## config.mk

```make
export PLATFORM = sky130hd
export DESIGN_NAME = bus_arbiter_top
export DESIGN_NICKNAME = d
export VERILOG_FILES = /design/src/common/bus_arb_pkg.sv /design/src/common/arb_if.sv /design/src/common/bus_xfer_if.sv /design/src/arbiter/grant_arbiter.sv /design/src/arbiter/credit_bank.sv /design/src/arbiter/starvation_guard.sv /design/src/bus_crossbar.sv /design/src/bus_arbiter_top.sv
export SDC_FILE = /design/constraint.sdc
export NUM_CORES = 1
export LEC_CHECK = 0
export ABC_AREA = 1
export BUFFER_PORTS_ARGS = -buffer_cell sky130_fd_sc_hd__buf_4
export CORE_AREA = 2 2 310 312
export DETAILED_ROUTE_END_ITERATION = 12
export DIE_AREA = 0 0 312 314
export GPL_TIMING_DRIVEN = 1
export PLACE_DENSITY_LB_ADDON = 0.2
export SETUP_SLACK_MARGIN = 0.2
export SKIP_CTS_REPAIR_TIMING = 1
export SYNTH_ARGS = -nofsm -noshare
export SYNTH_HDL_FRONTEND = slang
export SYNTH_SLANG_ARGS = --single-unit
```

## constraint.sdc

```tcl
create_clock -name clk -period 18.65 [get_ports clk]
set_clock_uncertainty 0.05 [all_clocks]
set_input_delay 0 -clock clk [delete_from_list [all_inputs] [get_ports clk]]
set_output_delay 0 -clock clk [all_outputs]
set_load 0.03 [all_outputs]
```

## src/common/bus_arb_pkg.sv

```systemverilog
// Bus arbiter shared definitions
`default_nettype none

package bus_arb_pkg;

    // ##########################################################################
    // sizes
    localparam int num_masters     = 4;
    localparam int num_slaves      = 4;
    localparam int bid_width       = 4;
    localparam int credit_width    = 10;
    localparam int slave_sel_lsb   = 12;
    localparam int slave_sel_width = 4;

    typedef logic [bid_width-1:0]              bid_t;
    typedef logic [credit_width-1:0]           credit_t;
    typedef logic [31:0]                       addr_t;
    typedef logic [31:0]                       data_t;
    typedef logic [num_masters-1:0]            master_vec_t;
    typedef logic [$clog2(num_masters)-1:0]    master_idx_t;
    typedef bid_t    [num_masters-1:0]         bid_arr_t;
    typedef credit_t [num_masters-1:0]         credit_arr_t;

    // ##########################################################################
    // credit scheme
    localparam credit_t credit_init   = 10'd750;
    localparam credit_t credit_refill = 10'd750;
    localparam credit_t credit_max    = 10'd900;  // balances never refill above this
    localparam credit_t credit_floor  = 10'd1;

    localparam int refill_period = 400;  // timer counts 0..refill_period inclusive
    localparam int starve_limit  = 58;

endpackage

`default_nettype wire

```

## src/common/arb_if.sv

```systemverilog
// Arbiter internal signal group
`timescale 1ns/1ps
`default_nettype none

interface arb_if;

    bus_arb_pkg::bid_arr_t    bid;      // raw bids from the masters
    bus_arb_pkg::master_vec_t grant;    // registered, one-hot or zero
    bus_arb_pkg::credit_arr_t balance;
    bus_arb_pkg::master_vec_t urgent;   // high while a master has waited too long

    modport arbiter (input bid, input balance, input urgent, output grant);

    modport bank (input bid, input grant, output balance);

    modport guard (input bid, input grant, output urgent);

endinterface

`default_nettype wire

```

## src/common/bus_xfer_if.sv

```systemverilog
// Single transfer path
`timescale 1ns/1ps
`default_nettype none

interface bus_xfer_if;

    logic                rw;     // 1 for write
    bus_arb_pkg::addr_t  addr;
    bus_arb_pkg::data_t  wdata;
    bus_arb_pkg::data_t  rdata;

    modport initiator (output rw, output addr, output wdata, input rdata);

    modport target (input rw, input addr, input wdata, output rdata);

endinterface

`default_nettype wire

```

## src/arbiter/grant_arbiter.sv

```systemverilog
// Bid based grant arbiter
`timescale 1ns/1ps
`default_nettype none

module grant_arbiter (
    input  wire    clk,
    input  wire    rst,
    arb_if.arbiter arb
);

    bus_arb_pkg::master_vec_t eligible;
    bus_arb_pkg::master_vec_t top_bid;    // eligible and bidding the maximum
    bus_arb_pkg::master_vec_t decision;
    bus_arb_pkg::bid_t        max_bid;
    bus_arb_pkg::master_idx_t last_owner;
    bus_arb_pkg::master_idx_t idx;
    bus_arb_pkg::master_idx_t win_idx;
    logic                     found;

    // ##########################################################################
    // eligibility and the highest eligible bid
    always_comb begin
        max_bid = '0;
        for (int i = 0; i < bus_arb_pkg::num_masters; i++) begin
            eligible[i] = (arb.bid[i] != '0) &&
                          (arb.balance[i] >= bus_arb_pkg::credit_t'(arb.bid[i]));
            if (eligible[i] && (arb.bid[i] > max_bid)) begin
                max_bid = arb.bid[i];
            end
        end
        for (int i = 0; i < bus_arb_pkg::num_masters; i++) begin
            top_bid[i] = eligible[i] && (arb.bid[i] == max_bid);
        end
    end

    // ##########################################################################
    // urgent masters go first, lowest index wins among them
    always_comb begin
        decision = '0;
        found    = 1'b0;
        idx      = last_owner;
        win_idx  = last_owner;
        if (|arb.urgent) begin
            for (int i = 0; i < bus_arb_pkg::num_masters; i++) begin
                if (!found && arb.urgent[i]) begin
                    decision[i] = 1'b1;
                    win_idx     = bus_arb_pkg::master_idx_t'(i);
                    found       = 1'b1;
                end
            end
        end else begin
            // round-robin scan that begins just after the last owner
            for (int k = 0; k < bus_arb_pkg::num_masters; k++) begin
                idx = last_owner + bus_arb_pkg::master_idx_t'(k + 1);  // wraps naturally
                if (!found && top_bid[idx]) begin
                    decision[idx] = 1'b1;
                    win_idx       = idx;
                    found         = 1'b1;
                end
            end
        end
    end

    always_ff @(posedge clk or posedge rst) begin
        if (rst) begin
            arb.grant  <= '0;
            last_owner <= bus_arb_pkg::master_idx_t'(bus_arb_pkg::num_masters - 1);
        end else begin
            arb.grant <= decision;
            if (|decision) begin
                last_owner <= win_idx;  // tracks whoever holds the new grant
            end
        end
    end

endmodule

`default_nettype wire

```

## src/arbiter/credit_bank.sv

```systemverilog
// Credit balances and refill timer
`timescale 1ns/1ps
`default_nettype none

module credit_bank (
    input  wire clk,
    input  wire rst,
    arb_if.bank arb
);

    logic [$clog2(bus_arb_pkg::refill_period + 1)-1:0] refill_timer;
    logic                                              refill_now;
    logic [bus_arb_pkg::credit_width:0]                sum   [bus_arb_pkg::num_masters];
    logic [bus_arb_pkg::credit_width:0]                need  [bus_arb_pkg::num_masters];
    bus_arb_pkg::credit_arr_t                          refilled;
    bus_arb_pkg::credit_arr_t                          charged;

    assign refill_now = (refill_timer == bus_arb_pkg::refill_period);

    always_comb begin
        for (int i = 0; i < bus_arb_pkg::num_masters; i++) begin
            sum[i]      = {1'b0, arb.balance[i]} + {1'b0, bus_arb_pkg::credit_refill};
            refilled[i] = (sum[i] > {1'b0, bus_arb_pkg::credit_max}) ?
                          bus_arb_pkg::credit_max : bus_arb_pkg::credit_t'(sum[i]);
            // charging must leave at least the floor, so compare before subtracting
            need[i]    = {1'b0, bus_arb_pkg::credit_t'(arb.bid[i])} +
                         {1'b0, bus_arb_pkg::credit_floor};
            charged[i] = ({1'b0, arb.balance[i]} >= need[i]) ?
                         arb.balance[i] - bus_arb_pkg::credit_t'(arb.bid[i]) :
                         bus_arb_pkg::credit_floor;
        end
    end

    always_ff @(posedge clk or posedge rst) begin
        if (rst) begin
            refill_timer <= '0;
            arb.balance  <= {bus_arb_pkg::num_masters{bus_arb_pkg::credit_init}};
        end else begin
            refill_timer <= refill_now ? '0 : refill_timer + 1'b1;
            for (int i = 0; i < bus_arb_pkg::num_masters; i++) begin
                if (refill_now) begin
                    arb.balance[i] <= refilled[i];  // refill wins over a charge
                end else if (arb.grant[i]) begin
                    arb.balance[i] <= charged[i];
                end
            end
        end
    end

endmodule

`default_nettype wire

```

## src/arbiter/starvation_guard.sv

```systemverilog
// Starvation wait counters
`timescale 1ns/1ps
`default_nettype none

module starvation_guard (
    input  wire  clk,
    input  wire  rst,
    arb_if.guard arb
);

    logic [$clog2(bus_arb_pkg::starve_limit + 1)-1:0] wait_cnt [bus_arb_pkg::num_masters];

    // a master counts only while it bids and is not the owner
    always_ff @(posedge clk or posedge rst) begin
        if (rst) begin
            for (int i = 0; i < bus_arb_pkg::num_masters; i++) begin
                wait_cnt[i] <= '0;
            end
        end else begin
            for (int i = 0; i < bus_arb_pkg::num_masters; i++) begin
                if ((arb.bid[i] != '0) && !arb.grant[i]) begin
                    if (wait_cnt[i] != bus_arb_pkg::starve_limit) begin
                        wait_cnt[i] <= wait_cnt[i] + 1'b1;  // saturates at the limit
                    end
                end else begin
                    wait_cnt[i] <= '0;
                end
            end
        end
    end

    always_comb begin
        for (int i = 0; i < bus_arb_pkg::num_masters; i++) begin
            arb.urgent[i] = (wait_cnt[i] == bus_arb_pkg::starve_limit);
        end
    end

endmodule

`default_nettype wire

```

## src/bus_crossbar.sv

```systemverilog
// Owner to slave crossbar
`timescale 1ns/1ps
`default_nettype none

module bus_crossbar (
    input  wire bus_arb_pkg::master_vec_t grant,
    bus_xfer_if.target                    mst [bus_arb_pkg::num_masters],
    bus_xfer_if.initiator                 slv [bus_arb_pkg::num_slaves],
    output bus_arb_pkg::master_vec_t      sel
);

    logic               mst_rw    [bus_arb_pkg::num_masters];
    bus_arb_pkg::addr_t mst_addr  [bus_arb_pkg::num_masters];
    bus_arb_pkg::data_t mst_wdata [bus_arb_pkg::num_masters];
    bus_arb_pkg::data_t slv_rdata [bus_arb_pkg::num_slaves];

    logic                                     own_rw;
    bus_arb_pkg::addr_t                       own_addr;
    bus_arb_pkg::data_t                       own_wdata;
    bus_arb_pkg::data_t                       sel_rdata;
    logic [bus_arb_pkg::slave_sel_width-1:0]  field;

    for (genvar i = 0; i < bus_arb_pkg::num_masters; i++) begin : g_mst
        assign mst_rw[i]    = mst[i].rw;
        assign mst_addr[i]  = mst[i].addr;
        assign mst_wdata[i] = mst[i].wdata;
        assign mst[i].rdata = grant[i] ? sel_rdata : '0;  // non-owners read zero
    end

    for (genvar s = 0; s < bus_arb_pkg::num_slaves; s++) begin : g_slv
        assign slv_rdata[s] = slv[s].rdata;
        assign slv[s].rw    = sel[s] & own_rw;
        assign slv[s].addr  = sel[s] ? own_addr : '0;
        assign slv[s].wdata = sel[s] ? own_wdata : '0;
    end

    // ##########################################################################
    // grant is one-hot, so OR-ing the gated masters picks the owner
    always_comb begin
        own_rw    = 1'b0;
        own_addr  = '0;
        own_wdata = '0;
        for (int i = 0; i < bus_arb_pkg::num_masters; i++) begin
            if (grant[i]) begin
                own_rw    = own_rw | mst_rw[i];
                own_addr  = own_addr | mst_addr[i];
                own_wdata = own_wdata | mst_wdata[i];
            end
        end
        field = own_addr[bus_arb_pkg::slave_sel_lsb +: bus_arb_pkg::slave_sel_width];
        sel       = '0;
        sel_rdata = '0;
        for (int s = 0; s < bus_arb_pkg::num_slaves; s++) begin
            // field values past the last slave decode to nothing
            sel[s] = (|grant) && (field == s);
            if (sel[s]) begin
                sel_rdata = slv_rdata[s];
            end
        end
    end

endmodule

`default_nettype wire

```

## src/bus_arbiter_top.sv

```systemverilog
// Bus arbiter top level
`timescale 1ns/1ps
`default_nettype none

module bus_arbiter_top (
    input  wire                                                     clk,
    input  wire                                                     rst,
    input  wire bus_arb_pkg::bid_arr_t                              m_bid,
    input  wire bus_arb_pkg::master_vec_t                           m_rw,
    input  wire bus_arb_pkg::addr_t [bus_arb_pkg::num_masters-1:0]  m_addr,
    input  wire bus_arb_pkg::data_t [bus_arb_pkg::num_masters-1:0]  m_wdata,
    input  wire bus_arb_pkg::data_t [bus_arb_pkg::num_slaves-1:0]   s_rdata,
    output bus_arb_pkg::master_vec_t                                m_grant,
    output bus_arb_pkg::data_t [bus_arb_pkg::num_masters-1:0]       m_rdata,
    output bus_arb_pkg::master_vec_t                                s_sel,
    output bus_arb_pkg::master_vec_t                                s_rw,
    output bus_arb_pkg::addr_t [bus_arb_pkg::num_slaves-1:0]        s_addr,
    output bus_arb_pkg::data_t [bus_arb_pkg::num_slaves-1:0]        s_wdata
);

    arb_if      arb ();
    bus_xfer_if mst_bus [bus_arb_pkg::num_masters] ();
    bus_xfer_if slv_bus [bus_arb_pkg::num_slaves] ();

    assign arb.bid = m_bid;
    assign m_grant = arb.grant;

    // ##########################################################################
    // port mapping onto the transfer paths
    for (genvar i = 0; i < bus_arb_pkg::num_masters; i++) begin : g_mst_port
        assign mst_bus[i].rw    = m_rw[i];
        assign mst_bus[i].addr  = m_addr[i];
        assign mst_bus[i].wdata = m_wdata[i];
        assign m_rdata[i]       = mst_bus[i].rdata;
    end

    for (genvar s = 0; s < bus_arb_pkg::num_slaves; s++) begin : g_slv_port
        assign s_rw[s]          = slv_bus[s].rw;
        assign s_addr[s]        = slv_bus[s].addr;
        assign s_wdata[s]       = slv_bus[s].wdata;
        assign slv_bus[s].rdata = s_rdata[s];
    end

    grant_arbiter u_grant_arbiter (
        .clk (clk),
        .rst (rst),
        .arb (arb.arbiter)
    );

    credit_bank u_credit_bank (
        .clk (clk),
        .rst (rst),
        .arb (arb.bank)
    );

    starvation_guard u_starvation_guard (
        .clk (clk),
        .rst (rst),
        .arb (arb.guard)
    );

    // routing follows the registered grant within the same cycle
    bus_crossbar u_bus_crossbar (
        .grant (arb.grant),
        .mst   (mst_bus),
        .slv   (slv_bus),
        .sel   (s_sel)
    );

endmodule

`default_nettype wire

```

==> reports/qor.yml <==
placement:
  buffer_ports.inserted: 789
  place.gp.congestion: 0.861
  post-dp-hpwl_mm: 77.5
timing:
  final-hold-violation-count: 0
  tightestPinTransition_ns: 1.36
  portion_of_the_clock_cycle_consumed_by_the_worst_path_in_the_final_layout_pct: 39.9
  final_critical_path_required_period_ns: 7.44
  drv_slew: 0
  max-slew-margin-rel_pct: 9.62
  finalSetupViolations: 0
  rsz_0062_raised_after_global_routing: "no"
  totalNegativeSetupSlack_ns: 0
  maxClockFrequency_mhz: 134
hold_path:
  holdCritPathClass: "input pin to flip-flop"
  timing.hold.worst.start: "m_bid[1]"
  min_delay_worst_endpoint: "u_credit_bank.arb.balance[1]"
  min_delay_path_depth: 3
detailed_routing:
  antenna_left: 0
  routed_wirelength_mm: 91.7
  count_of_unresolved_drc_violations_after_routing: 0
  vias_per_cell: 4.12
  vias: 16100
  detail_route.iter0.violations: 1327
  detail_route.first_pass.iterations: 5
  wire_per_inst_um: 23.6
yosys:
  synth_top_area_share_pct: 15.4
  syn_area_um2: 11500
  synth-seq-area-share_pct: 17.5
  combinational_family_with_the_most_area_after_synthesis: "simple AND/OR/NAND/NOR gates"
  synthTopCellsByArea: "nor2_1 (15%), dfrtp_1 (11%), ha_1 (8.4%)"
  post_synth_fa_ha_maj_area_fraction_pct: 9.06
  post_synthesis_async_set_or_reset_flop_share_pct: 100
  basic_gate_share_of_the_synthesized_area_counting_and_or_nand_and_nor_cells_pct: 36.1
  synthesis.instances: 1842
  synth_flop_cell: "dfrtp_1"
  multiplexer_fraction_of_the_synthesized_cell_area_pct: 0
  synth_enable_flop_cells: 0
  ys_warn_count: 0
  yosys.area.top_type: "nor2_1"
  synth-compound-area-share_pct: 22.5
  synth_most_common_cell: "nor2_1"
  synth.distinct_cells: 59
  yosys-top-cells-count: "nor2_1 (474), nand2_1 (250), inv_1 (183)"
  synth_seq_cells: 79
  post_synth.cell_area_avg_um2: 6.25
  yosys.area_share.xor_xnor_pct: 4.18
clock_tree:
  clock_tree.buffer_depth: 2
  cts_htree_levels: 3
  clock_tree.root_cell: "clkbuf_16"
  clock_latency_ns: 0.37
  path_clk_slew_ns: 0.07
  clock-sinks: 79
  cts_buffers: 9
  tritoncts: "yes"
floorplan:
  fp-row-count: 113
  num_io_pins: 802
  floorplan.initialDensity_pct: 12.2
  core-area_um2: 94400
  die_y_um: 314
  dieWidth_um: 312
  design.die.area_um2: 98000
finish:
  regArea_um2: 2020
  area_delta_synth_final_pct: 70.1
  final_net_count: 3094
  final_layout_size_suffix_gt1_share_pct: 38.7
  fillCellCount: 10900
  multiInputGateArea_um2: 8550
grt:
  vias_in_the_first_global_route: 15500
  grt_pass1_wl_mm: 123
  grt_max_degree: 59
  grt_overflow: 0
  grtUsageTotal_pct: 17.7
  antenna_found_initial: 33
job:
  max_cap_violations: 0
critical_path:
  rrSetupSlack_ns: 11.21
  timing.critical_path.to_type: "flip-flop"
  cp.arrival_ns: 7.69
  regToRegStartpoint: "u_credit_bank.arb.balance[1]"
  most_common_cell_type_on_the_critical_path: "nand2_1"
  worst_r2r_endpoint: "u_grant_arbiter.last_owner[0]"
  worstRegToRegCells: 46
  crit_path_start_kind: "flip-flop"
  category_of_the_critical_setup_timing_path: "flip-flop to flip-flop"
  cp_slowest_stage_delay_ns: 0.55
  cp_data_required_time_ns: 18.91
  cpMaxStageDelayCell: "dfstp_2"
  critPathMaxFanout: 13
pwr:
  cellPowerDensity_nw_per_um2: 148
  power.static_leakage_nw: 9.76
  power_mw: 2.90
  max-vdd-ir-drop_mv: 0.0639
status:
  status: "finished clean"
-- registers in the layout, summed over array words and instances (netlist names) --
signal	cells
u_credit_bank.arb.balance	40
u_starvation_guard.wait_cnt	24
u_credit_bank.refill_timer	9
u_grant_arbiter.arb.grant	4
u_grant_arbiter.last_owner	2
-- critical path: cells and delay by family, from the launching register on --
kind                     cells  cell delay [ns]
AO/OA/AOI/OAI                7             1.72
adder cells (fa/ha/maj)      4             1.32
buffers and inverters        4             0.28
flip-flops                   1             0.55
AND/OR/NAND/NOR             31             3.41
-- cell type report --
cell class,instances,area share (%)
tap,1265,8.08
antenna,16,0.204
clock inverter,6,0.230
timing repair buffer,850,32.6
clock buffer,10,1.17
multi-input combinational,1471,43.6
sequential,79,10.3
inverter,196,3.78
-- layout by cell type (no fill, tap or decap), types with 4 or more instances in the layout --
master | netlist | routed
or2_2 | 5 | 5
nor2_1 | 474 | 472
a221oi_2 | 0 | 37
a21oi_1 | 52 | 52
o211ai_1 | 7 | 7
nand2_2 | 11 | 11
nand3_1 | 110 | 110
xnor2_1 | 8 | 8
a221oi_1 | 67 | 30
diode_2 | 0 | 16
inv_1 | 183 | 181
fa_1 | 4 | 4
nand3b_1 | 5 | 5
nand3_2 | 20 | 20
conb_1 | 1 | 12
o221ai_1 | 24 | 24
clkbuf_16 | 0 | 9
clkinv_1 | 9 | 6
dfrtp_1 | 49 | 45
o21ai_0 | 94 | 94
inv_2 | 3 | 6
buf_4 | 17 | 849
o21bai_1 | 4 | 4
a22oi_1 | 13 | 13
a31oi_1 | 7 | 7
nor2_2 | 13 | 15
ha_1 | 77 | 77
o22ai_1 | 12 | 12
nand2_4 | 4 | 4
nand4_1 | 26 | 26
nor4_1 | 5 | 5
xor2_1 | 47 | 47
nor3_1 | 24 | 24
nand2_1 | 250 | 250
dfstp_2 | 30 | 30
a22o_1 | 68 | 68
-- worst max path at each step --
stage / from / to / slack [ns] / depth (start not counted)
after global placement: u_credit_bank.arb.balance[1] / u_grant_arbiter.last_owner[0] / 11.30 / 48
after floorplan: u_credit_bank.arb.balance[1] / u_grant_arbiter.last_owner[0] / 12.35 / 48
after global routing: u_credit_bank.arb.balance[1] / u_grant_arbiter.last_owner[0] / 10.44 / 52
final: u_credit_bank.arb.balance[1] / u_grant_arbiter.last_owner[0] / 11.21 / 46
after detailed placement: u_credit_bank.arb.balance[1] / u_grant_arbiter.last_owner[0] / 11.31 / 46
after CTS: u_credit_bank.arb.balance[1] / u_grant_arbiter.last_owner[0] / 11.29 / 46
-- power by group --
group          internal (mW)  switching (mW)
logic                  0.742            1.60
clock network         0.0909          0.0896
registers              0.264           0.108
-- per-layer routing --
metal	share of wire [%]	vias up	track usage, %
met5	0.088	-	0
met4	0.91	14	2.38
met3	7.5	60	4.08
met2	46	636	28.9
met1	45	7575	24.2
li1	-	7765	-
-- logic make-up (layout without fill, tap and decap cells) --
| group | Yosys count | count (layout) |
|---|---|---|
| AND/OR/NAND/NOR | 957 | 957 |
| flip-flops | 79 | 79 |
| AO/OA/AOI/OAI | 366 | 366 |
| other | 1 | 28 |
| buffers and inverters | 303 | 1062 |
| XOR/XNOR | 55 | 55 |
| adder cells (fa/ha/maj) | 81 | 81 |
-- per-stage QoR --
step | util, % | hold WS (ns) | worst slack, ns | cell area [um^2] | std cells
finish | 20.8 | 0.0230 | 11.21 | 19600 | 3893
global route | 20.7 | 0.0538 | 10.44 | 19600 | 3882
CTS | 20.7 | -0.245 | 11.29 | 19500 | 3876
detailed placement | 20.4 | 0.158 | 11.31 | 19300 | 3860
global placement | 20.4 | 0.156 | 11.30 | 19300 | 3860
floorplan | - | 0.175 | 12.35 | 11600 | 1853
No activity file was read; power rests on OpenSTA's default activity.
